==> config.mk <==
export PLATFORM = sky130hd
export DESIGN_NAME = fetch_jump_unit
export DESIGN_NICKNAME = d
export VERILOG_FILES = /design/src/source/rv_isa_pkg.sv /design/src/source/bp_types_pkg.sv /design/src/source/branch_predictor.sv /design/src/source/jump_controller.sv /design/src/source/fetch_jump_unit.sv
export VERILOG_INCLUDE_DIRS = /design/src /design/src/source
export SDC_FILE = /design/constraint.sdc
export NUM_CORES = 1
export LEC_CHECK = 0
export ABC_AREA = 1
export BUFFER_PORTS_ARGS = -buffer_cell sky130_fd_sc_hd__clkbuf_2
export CAP_MARGIN = 20
export CORE_AREA = 2 2 171 173
export CTS_CLUSTER_DIAMETER = 100
export DETAILED_ROUTE_END_ITERATION = 10
export DIE_AREA = 0 0 173 175
export SLEW_MARGIN = 20
export SYNTH_ARGS = -nofsm -noshare
export SYNTH_HDL_FRONTEND = slang
export SYNTH_HIERARCHICAL = 1
export SYNTH_SLANG_ARGS = --single-unit
==> constraint.sdc <==
create_clock -name clk -period 2 [get_ports clk]
set_clock_uncertainty 0.1 [all_clocks]
set_input_delay 0.3 -clock clk [delete_from_list [all_inputs] [get_ports clk]]
set_output_delay 0.3 -clock clk [all_outputs]
set_load 0.005 [all_outputs]
==> src/source/bp_config.svh <==
`ifndef BP_CONFIG_SVH
`define BP_CONFIG_SVH

////////////////////////////////////////////////////////////
// Datapath
////////////////////////////////////////////////////////////
`define XLEN            32 // Width of pc and instruction
`define FETCH_WIDTH     5  // Slots per fetch bundle

////////////////////////////////////////////////////////////
// Predictor table
////////////////////////////////////////////////////////////
`define RESOLVE_PORTS   3  // Training ports from the back end
`define BHT_ENTRIES     32 // Two-bit counters in the table
`define BHT_INDEX_BITS  5  // log2 of BHT_ENTRIES
`define BHT_INDEX_LSB   2  // Index taken from pc[6:2]

`endif

==> src/source/rv_isa_pkg.sv <==
`include "bp_config.svh"

package rv_isa_pkg;

	// Opcode field sits in the low bits of every 32-bit encoding
	localparam int unsigned OPCODE_LSB   = 0;
	localparam int unsigned OPCODE_WIDTH = 7;

	// RV32I base opcodes
	typedef enum logic [OPCODE_WIDTH-1:0] {
		op_load     = 7'b0000011,
		op_misc_mem = 7'b0001111, // FENCE
		op_op_imm   = 7'b0010011,
		op_auipc    = 7'b0010111,
		op_store    = 7'b0100011,
		op_op       = 7'b0110011,
		op_lui      = 7'b0110111,
		op_branch   = 7'b1100011, // BEQ, BNE, BLT and friends
		op_jalr     = 7'b1100111,
		op_jal      = 7'b1101111,
		op_system   = 7'b1110011  // ECALL, EBREAK, CSR
	} rv_opcode_e;

	// Pull the opcode out of a raw instruction word
	function automatic rv_opcode_e opcode_of(input logic [`XLEN-1:0] instr);
		return rv_opcode_e'(instr[OPCODE_LSB +: OPCODE_WIDTH]);
	endfunction

endpackage

==> src/source/bp_types_pkg.sv <==
`include "bp_config.svh"

package bp_types_pkg;

	////////////////////////////////////////////////////////////
	// Predictor state
	////////////////////////////////////////////////////////////

	// Upper bit is the prediction
	typedef enum logic [1:0] {
		strong_not_taken = 2'b00,
		weak_not_taken   = 2'b01, // Reset value
		weak_taken       = 2'b10,
		strong_taken     = 2'b11
	} bp_counter_e;

	////////////////////////////////////////////////////////////
	// Fetch side
	////////////////////////////////////////////////////////////

	typedef struct packed {
		logic [`XLEN-1:0] pc;
		logic [`XLEN-1:0] instr;
	} fetch_slot_t; // 64 bits

	typedef fetch_slot_t [`FETCH_WIDTH-1:0] fetch_bundle_t; // Slot 0 in the low bits

	typedef logic [`FETCH_WIDTH-1:0] slot_mask_t; // One bit per slot

	// Lookup request from decode into the table
	typedef struct packed {
		slot_mask_t                                    branch; // Slot holds a B-type
		logic [`FETCH_WIDTH-1:0][`BHT_INDEX_BITS-1:0] index;  // pc[6:2] per slot
	} bht_query_t; // 30 bits

	////////////////////////////////////////////////////////////
	// Resolution side
	////////////////////////////////////////////////////////////

	typedef struct packed {
		logic             valid;
		logic             mispredict; // Level, meaningful only with valid
		logic [`XLEN-1:0] pc;         // Pc of the resolved branch
	} resolve_t; // 34 bits

	typedef resolve_t [`RESOLVE_PORTS-1:0] resolve_bundle_t; // Port 0 applied first

endpackage

==> src/source/branch_predictor.sv <==
`timescale 1ns/1ps
`include "bp_config.svh"

module branch_predictor import bp_types_pkg::*; (
	input  logic            clk,
	input  logic            rst_n,

	// Lookup from the jump controller
	input  bht_query_t      query,

	// Training from the back end
	input  resolve_bundle_t resolve,

	// One bit per slot, set only for a branch predicted taken
	output slot_mask_t      predict_taken
);

	bp_counter_e bht_q [`BHT_ENTRIES]; // Counter table
	bp_counter_e bht_d [`BHT_ENTRIES]; // Table after this cycle's updates

	logic [`BHT_INDEX_BITS-1:0] upd_index [`RESOLVE_PORTS]; // Entry hit by each port

	////////////////////////////////////////////////////////////
	// Saturating step of one counter
	////////////////////////////////////////////////////////////

	// Correct resolution reinforces the current direction
	// Mispredict pushes one step the other way
	function automatic bp_counter_e step_counter(
		input bp_counter_e cur,
		input logic        mispredict
	);
		logic        toward_taken;
		bp_counter_e nxt;
		toward_taken = cur[1] ^ mispredict;
		nxt          = cur;
		case (cur)
			strong_not_taken: nxt = toward_taken ? weak_not_taken : strong_not_taken;
			weak_not_taken:   nxt = toward_taken ? weak_taken     : strong_not_taken;
			weak_taken:       nxt = toward_taken ? strong_taken   : weak_not_taken;
			strong_taken:     nxt = toward_taken ? strong_taken   : weak_taken; // Saturate
		endcase
		return nxt;
	endfunction

	////////////////////////////////////////////////////////////
	// Read ports
	////////////////////////////////////////////////////////////

	// Old table value, same-cycle updates are not forwarded
	always_comb begin
		for (int s = 0; s < `FETCH_WIDTH; s++) begin
			predict_taken[s] = query.branch[s] & bht_q[query.index[s]][1]; // Trust the flag
		end
	end

	////////////////////////////////////////////////////////////
	// Update ports
	////////////////////////////////////////////////////////////

	always_comb begin
		for (int k = 0; k < `RESOLVE_PORTS; k++) begin
			upd_index[k] = resolve[k].pc[`BHT_INDEX_LSB +: `BHT_INDEX_BITS]; // Same bits as lookup
		end
	end

	// Per entry, apply ports 0..2 in order so a later port sees the earlier step
	always_comb begin
		for (int e = 0; e < `BHT_ENTRIES; e++) begin
			bht_d[e] = bht_q[e]; // Untouched entries hold
			for (int k = 0; k < `RESOLVE_PORTS; k++) begin
				if (resolve[k].valid && (upd_index[k] == e[`BHT_INDEX_BITS-1:0])) begin
					bht_d[e] = step_counter(bht_d[e], resolve[k].mispredict);
				end
			end
		end
	end

	// Counter state, cleared to weakly not taken
	always_ff @(posedge clk) begin
		if (!rst_n) begin
			for (int e = 0; e < `BHT_ENTRIES; e++) begin
				bht_q[e] <= weak_not_taken;
			end
		end else begin
			bht_q <= bht_d;
		end
	end

endmodule

==> src/source/jump_controller.sv <==
`timescale 1ns/1ps
`include "bp_config.svh"

module jump_controller import rv_isa_pkg::*, bp_types_pkg::*; (
	// Raw fetch slots
	input  fetch_bundle_t fetch,

	// Predictor lookup and answer
	output bht_query_t    query,
	input  slot_mask_t    predict_taken,

	// Decisions
	output slot_mask_t    jump, // Taken JAL or predicted-taken branch
	output slot_mask_t    jalr  // JALR, target resolved elsewhere
);

	rv_opcode_e opcode [`FETCH_WIDTH]; // Decoded opcode per slot

	slot_mask_t is_jal;
	slot_mask_t is_jalr;
	slot_mask_t is_branch;

	////////////////////////////////////////////////////////////
	// Per-slot decode
	////////////////////////////////////////////////////////////

	// Only the opcode field matters, upper bits are ignored
	always_comb begin
		for (int s = 0; s < `FETCH_WIDTH; s++) begin
			opcode[s]    = opcode_of(fetch[s].instr);
			is_jal[s]    = (opcode[s] == op_jal);
			is_jalr[s]   = (opcode[s] == op_jalr);
			is_branch[s] = (opcode[s] == op_branch); // Single place the B-type test lives
		end
	end

	////////////////////////////////////////////////////////////
	// Predictor lookup
	////////////////////////////////////////////////////////////

	always_comb begin
		query.branch = is_branch;
		for (int s = 0; s < `FETCH_WIDTH; s++) begin
			query.index[s] = fetch[s].pc[`BHT_INDEX_LSB +: `BHT_INDEX_BITS]; // pc[6:2]
		end
	end

	////////////////////////////////////////////////////////////
	// Decisions
	////////////////////////////////////////////////////////////

	// JAL always jumps
	// Conditional branch jumps on the predictor's say-so
	assign jump = is_jal | (is_branch & predict_taken);

	// Kept apart from jump so the target path can treat it on its own
	assign jalr = is_jalr;

endmodule

==> src/source/fetch_jump_unit.sv <==
`timescale 1ns/1ps

module fetch_jump_unit import bp_types_pkg::*; (
	input  logic            clk,
	input  logic            rst_n,

	// Five fetch slots, combinational path to the flags
	input  fetch_bundle_t   fetch,

	// Branch resolution, sampled at the clock edge
	input  resolve_bundle_t resolve,

	// Per-slot decisions
	output slot_mask_t      jump,
	output slot_mask_t      jalr
);

	bht_query_t query;         // Branch flags and table indices
	slot_mask_t predict_taken; // Table answer per slot

	// Decode and decision
	jump_controller u_jump_controller (
		.fetch         (fetch),
		.query         (query),
		.predict_taken (predict_taken),
		.jump          (jump),
		.jalr          (jalr)
	);

	// Two-bit counter table
	branch_predictor u_branch_predictor (
		.clk           (clk),
		.rst_n         (rst_n),
		.query         (query),
		.resolve       (resolve),
		.predict_taken (predict_taken)
	);

endmodule

==> out/metrics.sh <==
SYNTH_ENABLE_FLOP_CELLS=0
TIMING.FMAX_GHz=0.454
SYNTH_TOP_AREA_SHARE_PCT=24.9
LARGEST_DRIVER_FANOUT_ON_THE_CRITICAL_PATH=5
ASYNC_RESET_FF_SHARE_PCT=0
POST_SYNTH.CELL_AREA_AVG_UM2=4.89
GRT_OVERFLOW_TOTAL=0
DRT_PASS1_ITERATIONS=6
CATEGORY_OF_THE_CRITICAL_SETUP_TIMING_PATH='register to output pin'
REGISTER_AREA_UM2=1350
MAX_SLEW.WORST_PIN.SLEW_NS=0.737
CLK_TRANSITION_REPORTED_PATHS_NS=0.06
DETAILED_PLACE_HPWL_UM=26100
DESIGN.CORE.AREA_UM2=28400
GP_ROUTABILITY_CONGESTION=0.955
FINAL.SETUP.WORST_SLACK_NS=-0.204
SYNTHDISTINCTLIBCELLS=27
REMAINING_DRC_ERRORS=0
MULTI_INPUT_AREA_UM2=6700
WORST_PATH_MAX_DELAY_CELL='dfxtp_4'
CRIT_ARRIVAL_NS=1.80
FILLER_CELL_COUNT=3160
ANTENNA_CELLS_INSERTED=0
DRT_WL_CELL_UM=15.0
CRITPATHREQUIREDTIME_NS=1.60
GRTUSAGETOTAL_PCT=22.9
REPORT.FINAL.SLEW_VIOL_COUNT=0
VIAS_IN_THE_FIRST_GLOBAL_ROUTE=11069
LARGEST_REGISTER_FF_COUNT=64
INITIAL_UTILIZATION_PCT=32.0
SYNTHTOLAYOUTAREAGROWTH_PCT=21.5
CLOCK_TREE_FROM_TRITONCTS='yes'
CLK-INSERTION-DELAY-LATE_NS=0.35
FP.DIEW_UM=173
POSTSYNTH.TOPFLOPCELL='dfxtp_1'
IOS=434
WORST_SETUP_SP_TYPE='register'
POST_SYNTH_INST_COUNT=1862
VIA_COUNT=12239
WORST_PATH_LARGEST_CELL_DELAY_NS=0.39
VIOLATIONS='setup timing'
H_TREE_DEPTH=3
ANT_NETS=0
CRITICAL_PATH.CELL_CHAIN='inv_2 -> o21ai_1 -> nand3_1 -> a21oi_1 -> nor2_1 -> nor2_1 -> nand3_1 -> nand2_2 -> clkbuf_2'
DR.FIRST_ITER.DRC_COUNT=1095
PLACED_AREA_UM2=10500
PLACE.PORT_BUFFERS=92
SYNTH.YOSYS.WARNINGS=6
GRT_SETUP_UNREPAIRED='true'
SYNTH_AREA_UM2=9100
LEAKAGE_nW=5.37
NUMBER_OF_ANTENNA_VIOLATIONS_AT_THE_FIRST_CHECK_IN_GLOBAL_ROUTING=0
LARGEST_NET_DEGREE_AT_THE_START_OF_GLOBAL_ROUTING=65
BUFFERS_FROM_CLOCK_ROOT_TO_SINK_AT_MOST=2
SYNTHTOPCELLSBYAREA='nand2_1 25%, nand3_1 20%, dfxtp_1 14%, nor2_1 13%, inv_1 6.4%'
MAX_CAP_VIOL_COUNT=0
DIEAREA_UM2=30300
CTS_HOLD_BUF=0
CELL_WITH_THE_MOST_INSTANCES_AFTER_SYNTHESIS='nand2_1'
LAYOUT_MIN_CYCLE_TIME_NS=2.20
WORSTHOLDPATHTYPE='input port to register'
WORST_SLEW_MARGIN_REL_PCT=50.8
REGMOSTFLOPS='u_branch_predictor/bht_q'
POSTSYNTHREGISTERBITS=64
ROUTE.DETAILED.VIAS_PER_INST=5.21
REPORT.FINAL.HOLD_VIOL_COUNT=0
SYNTH.TOP_CELLS.BY_COUNT='603 x nand2_1, 356 x nand3_1, 314 x nor2_1'
END_KIND='output pin'
CTS_NUM_SINKS=64
NET_COUNT_AFTER_SYNTHESIS=2286
PWR_DENSITY_CELL_nW_PER_UM2=377
YOSYS.AREA.TOP_TYPE='nand2_1'
FLOORPLAN.DIE.HEIGHT_UM=175
CTS_ROOT_BUF='clkbuf_16'
OUTCOME='finished, violations left'
SETUP_FAILING_EPS_FINAL=5
TOTAL_POWER_mW=4.17
DRIVE_GT1_SHARE_PCT=15.3
REG_TOP3='u_branch_predictor/bht_q (64)'
ROWS=62
FIN_CRIT_SH_PCT=110
LAYOUT.NETS=2384
FIRST_PASS_GRT_WIRE_LENGTH_UM=55700
WIRELENGTH_UM=35300
IRDROPWORSTVDD_V=0.000403
YOSYSSEQAREASHARE_PCT=14.1
CTS_MADE_BUFFERS=9
FINAL_INSTANCE_AREA_UM2=11100
==> placed cells by master, fill, tap and decap left out, types with 6 or more instances in the layout <==
cell type / count
nand2_1: 598
nand3_1: 349
nor2_1: 313
inv_1: 151
clkbuf_2: 90
a21oi_1: 81
buf_4: 76
o21ai_0: 53
dfxtp_1: 35
o21ai_1: 23
buf_12: 21
nand4_1: 20
buf_6: 15
dfxtp_2: 15
dfxtp_4: 14
o21bai_1: 12
nor2_2: 12
nand3_2: 11
clkbuf_16: 9
a21boi_0: 9
o211ai_1: 8
clkinv_1: 7
nand2_2: 6
==> worst max-delay path: cells and delay by family, from the launching register on <==
kind	cells	cell delay, ns
compound gates	2	0.30
buf+inv	2	0.24
flops	1	0.39
simple gates	5	0.53
==> timing repair <==
item	4_1_cts	5_1_grt
buffers inserted	5	1
gates resized for setup	83	24
pin swaps	35	17
endpoints found under the setup margin	5	5
==> through the flow <==
stage | TNS (ns) | utilization, % | setup slack (ns) | instances | hold slack, ns
after floorplan | 0 | - | 0.122 | 1862 | 0.339
after global placement | -0.400 | 37.1 | -0.230 | 2328 | 0.585
after detailed placement | -0.439 | 37.1 | -0.211 | 2328 | 0.597
after CTS | -0.807 | 38.7 | -0.196 | 2348 | 0.350
after global routing | -1.43 | 38.9 | -0.322 | 2349 | 0.393
final | -0.828 | 38.9 | -0.204 | 2349 | 0.363
==> layout make-up <==
class / count / area share [%]
Clock buffer: 11 / 2.20
Clock inverter: 5 / 0.294
Inverter: 166 / 5.70
Multi-Input combinational cell: 1516 / 60.6
Sequential cell: 64 / 12.2
Tap cell: 384 / 4.35
Timing Repair Buffer: 203 / 14.6
==> power breakdown <==
group / switching [mW] / internal [mW]
sequential: 0.0345 / 1.30
combinational: 0.836 / 0.463
clock: 0.672 / 0.869
==> kinds of logic (layout without fill, tap and decap cells) <==
family / count (synthesis) / after routing / synth area share (%)
buffers and inverters: 282 / 385 / 13.1
DFF: 64 / 64 / 14.1
and+or+nand+nor: 1324 / 1324 / 61.5
AOI/OAI and AO/OA: 192 / 192 / 11.4
==> worst paths after layout <==
path,start,endpoint,slack (ns),cells past startpoint
worst min-delay path,rst_n,u_branch_predictor/bht_q[51],0.36,4
worst min register to register,u_branch_predictor/bht_q[42],u_branch_predictor/bht_q[43],0.61,6
worst max register to register,u_branch_predictor/bht_q[63],u_branch_predictor/bht_q[62],0.35,12
worst max-delay path,u_branch_predictor/bht_q[35],jump[2],-0.20,9
==> per-layer routing <==
metal | vias to the layer above | global-route usage, % | share of wire [%]
met5 | - | 0 | 0
met4 | 0 | 8.72 | 2.9
met3 | 79 | 3.96 | 10
met2 | 582 | 36.5 | 43
met1 | 5417 | 30.8 | 43
li1 | 6161 | - | -
Power figures use the tool's default switching activity.
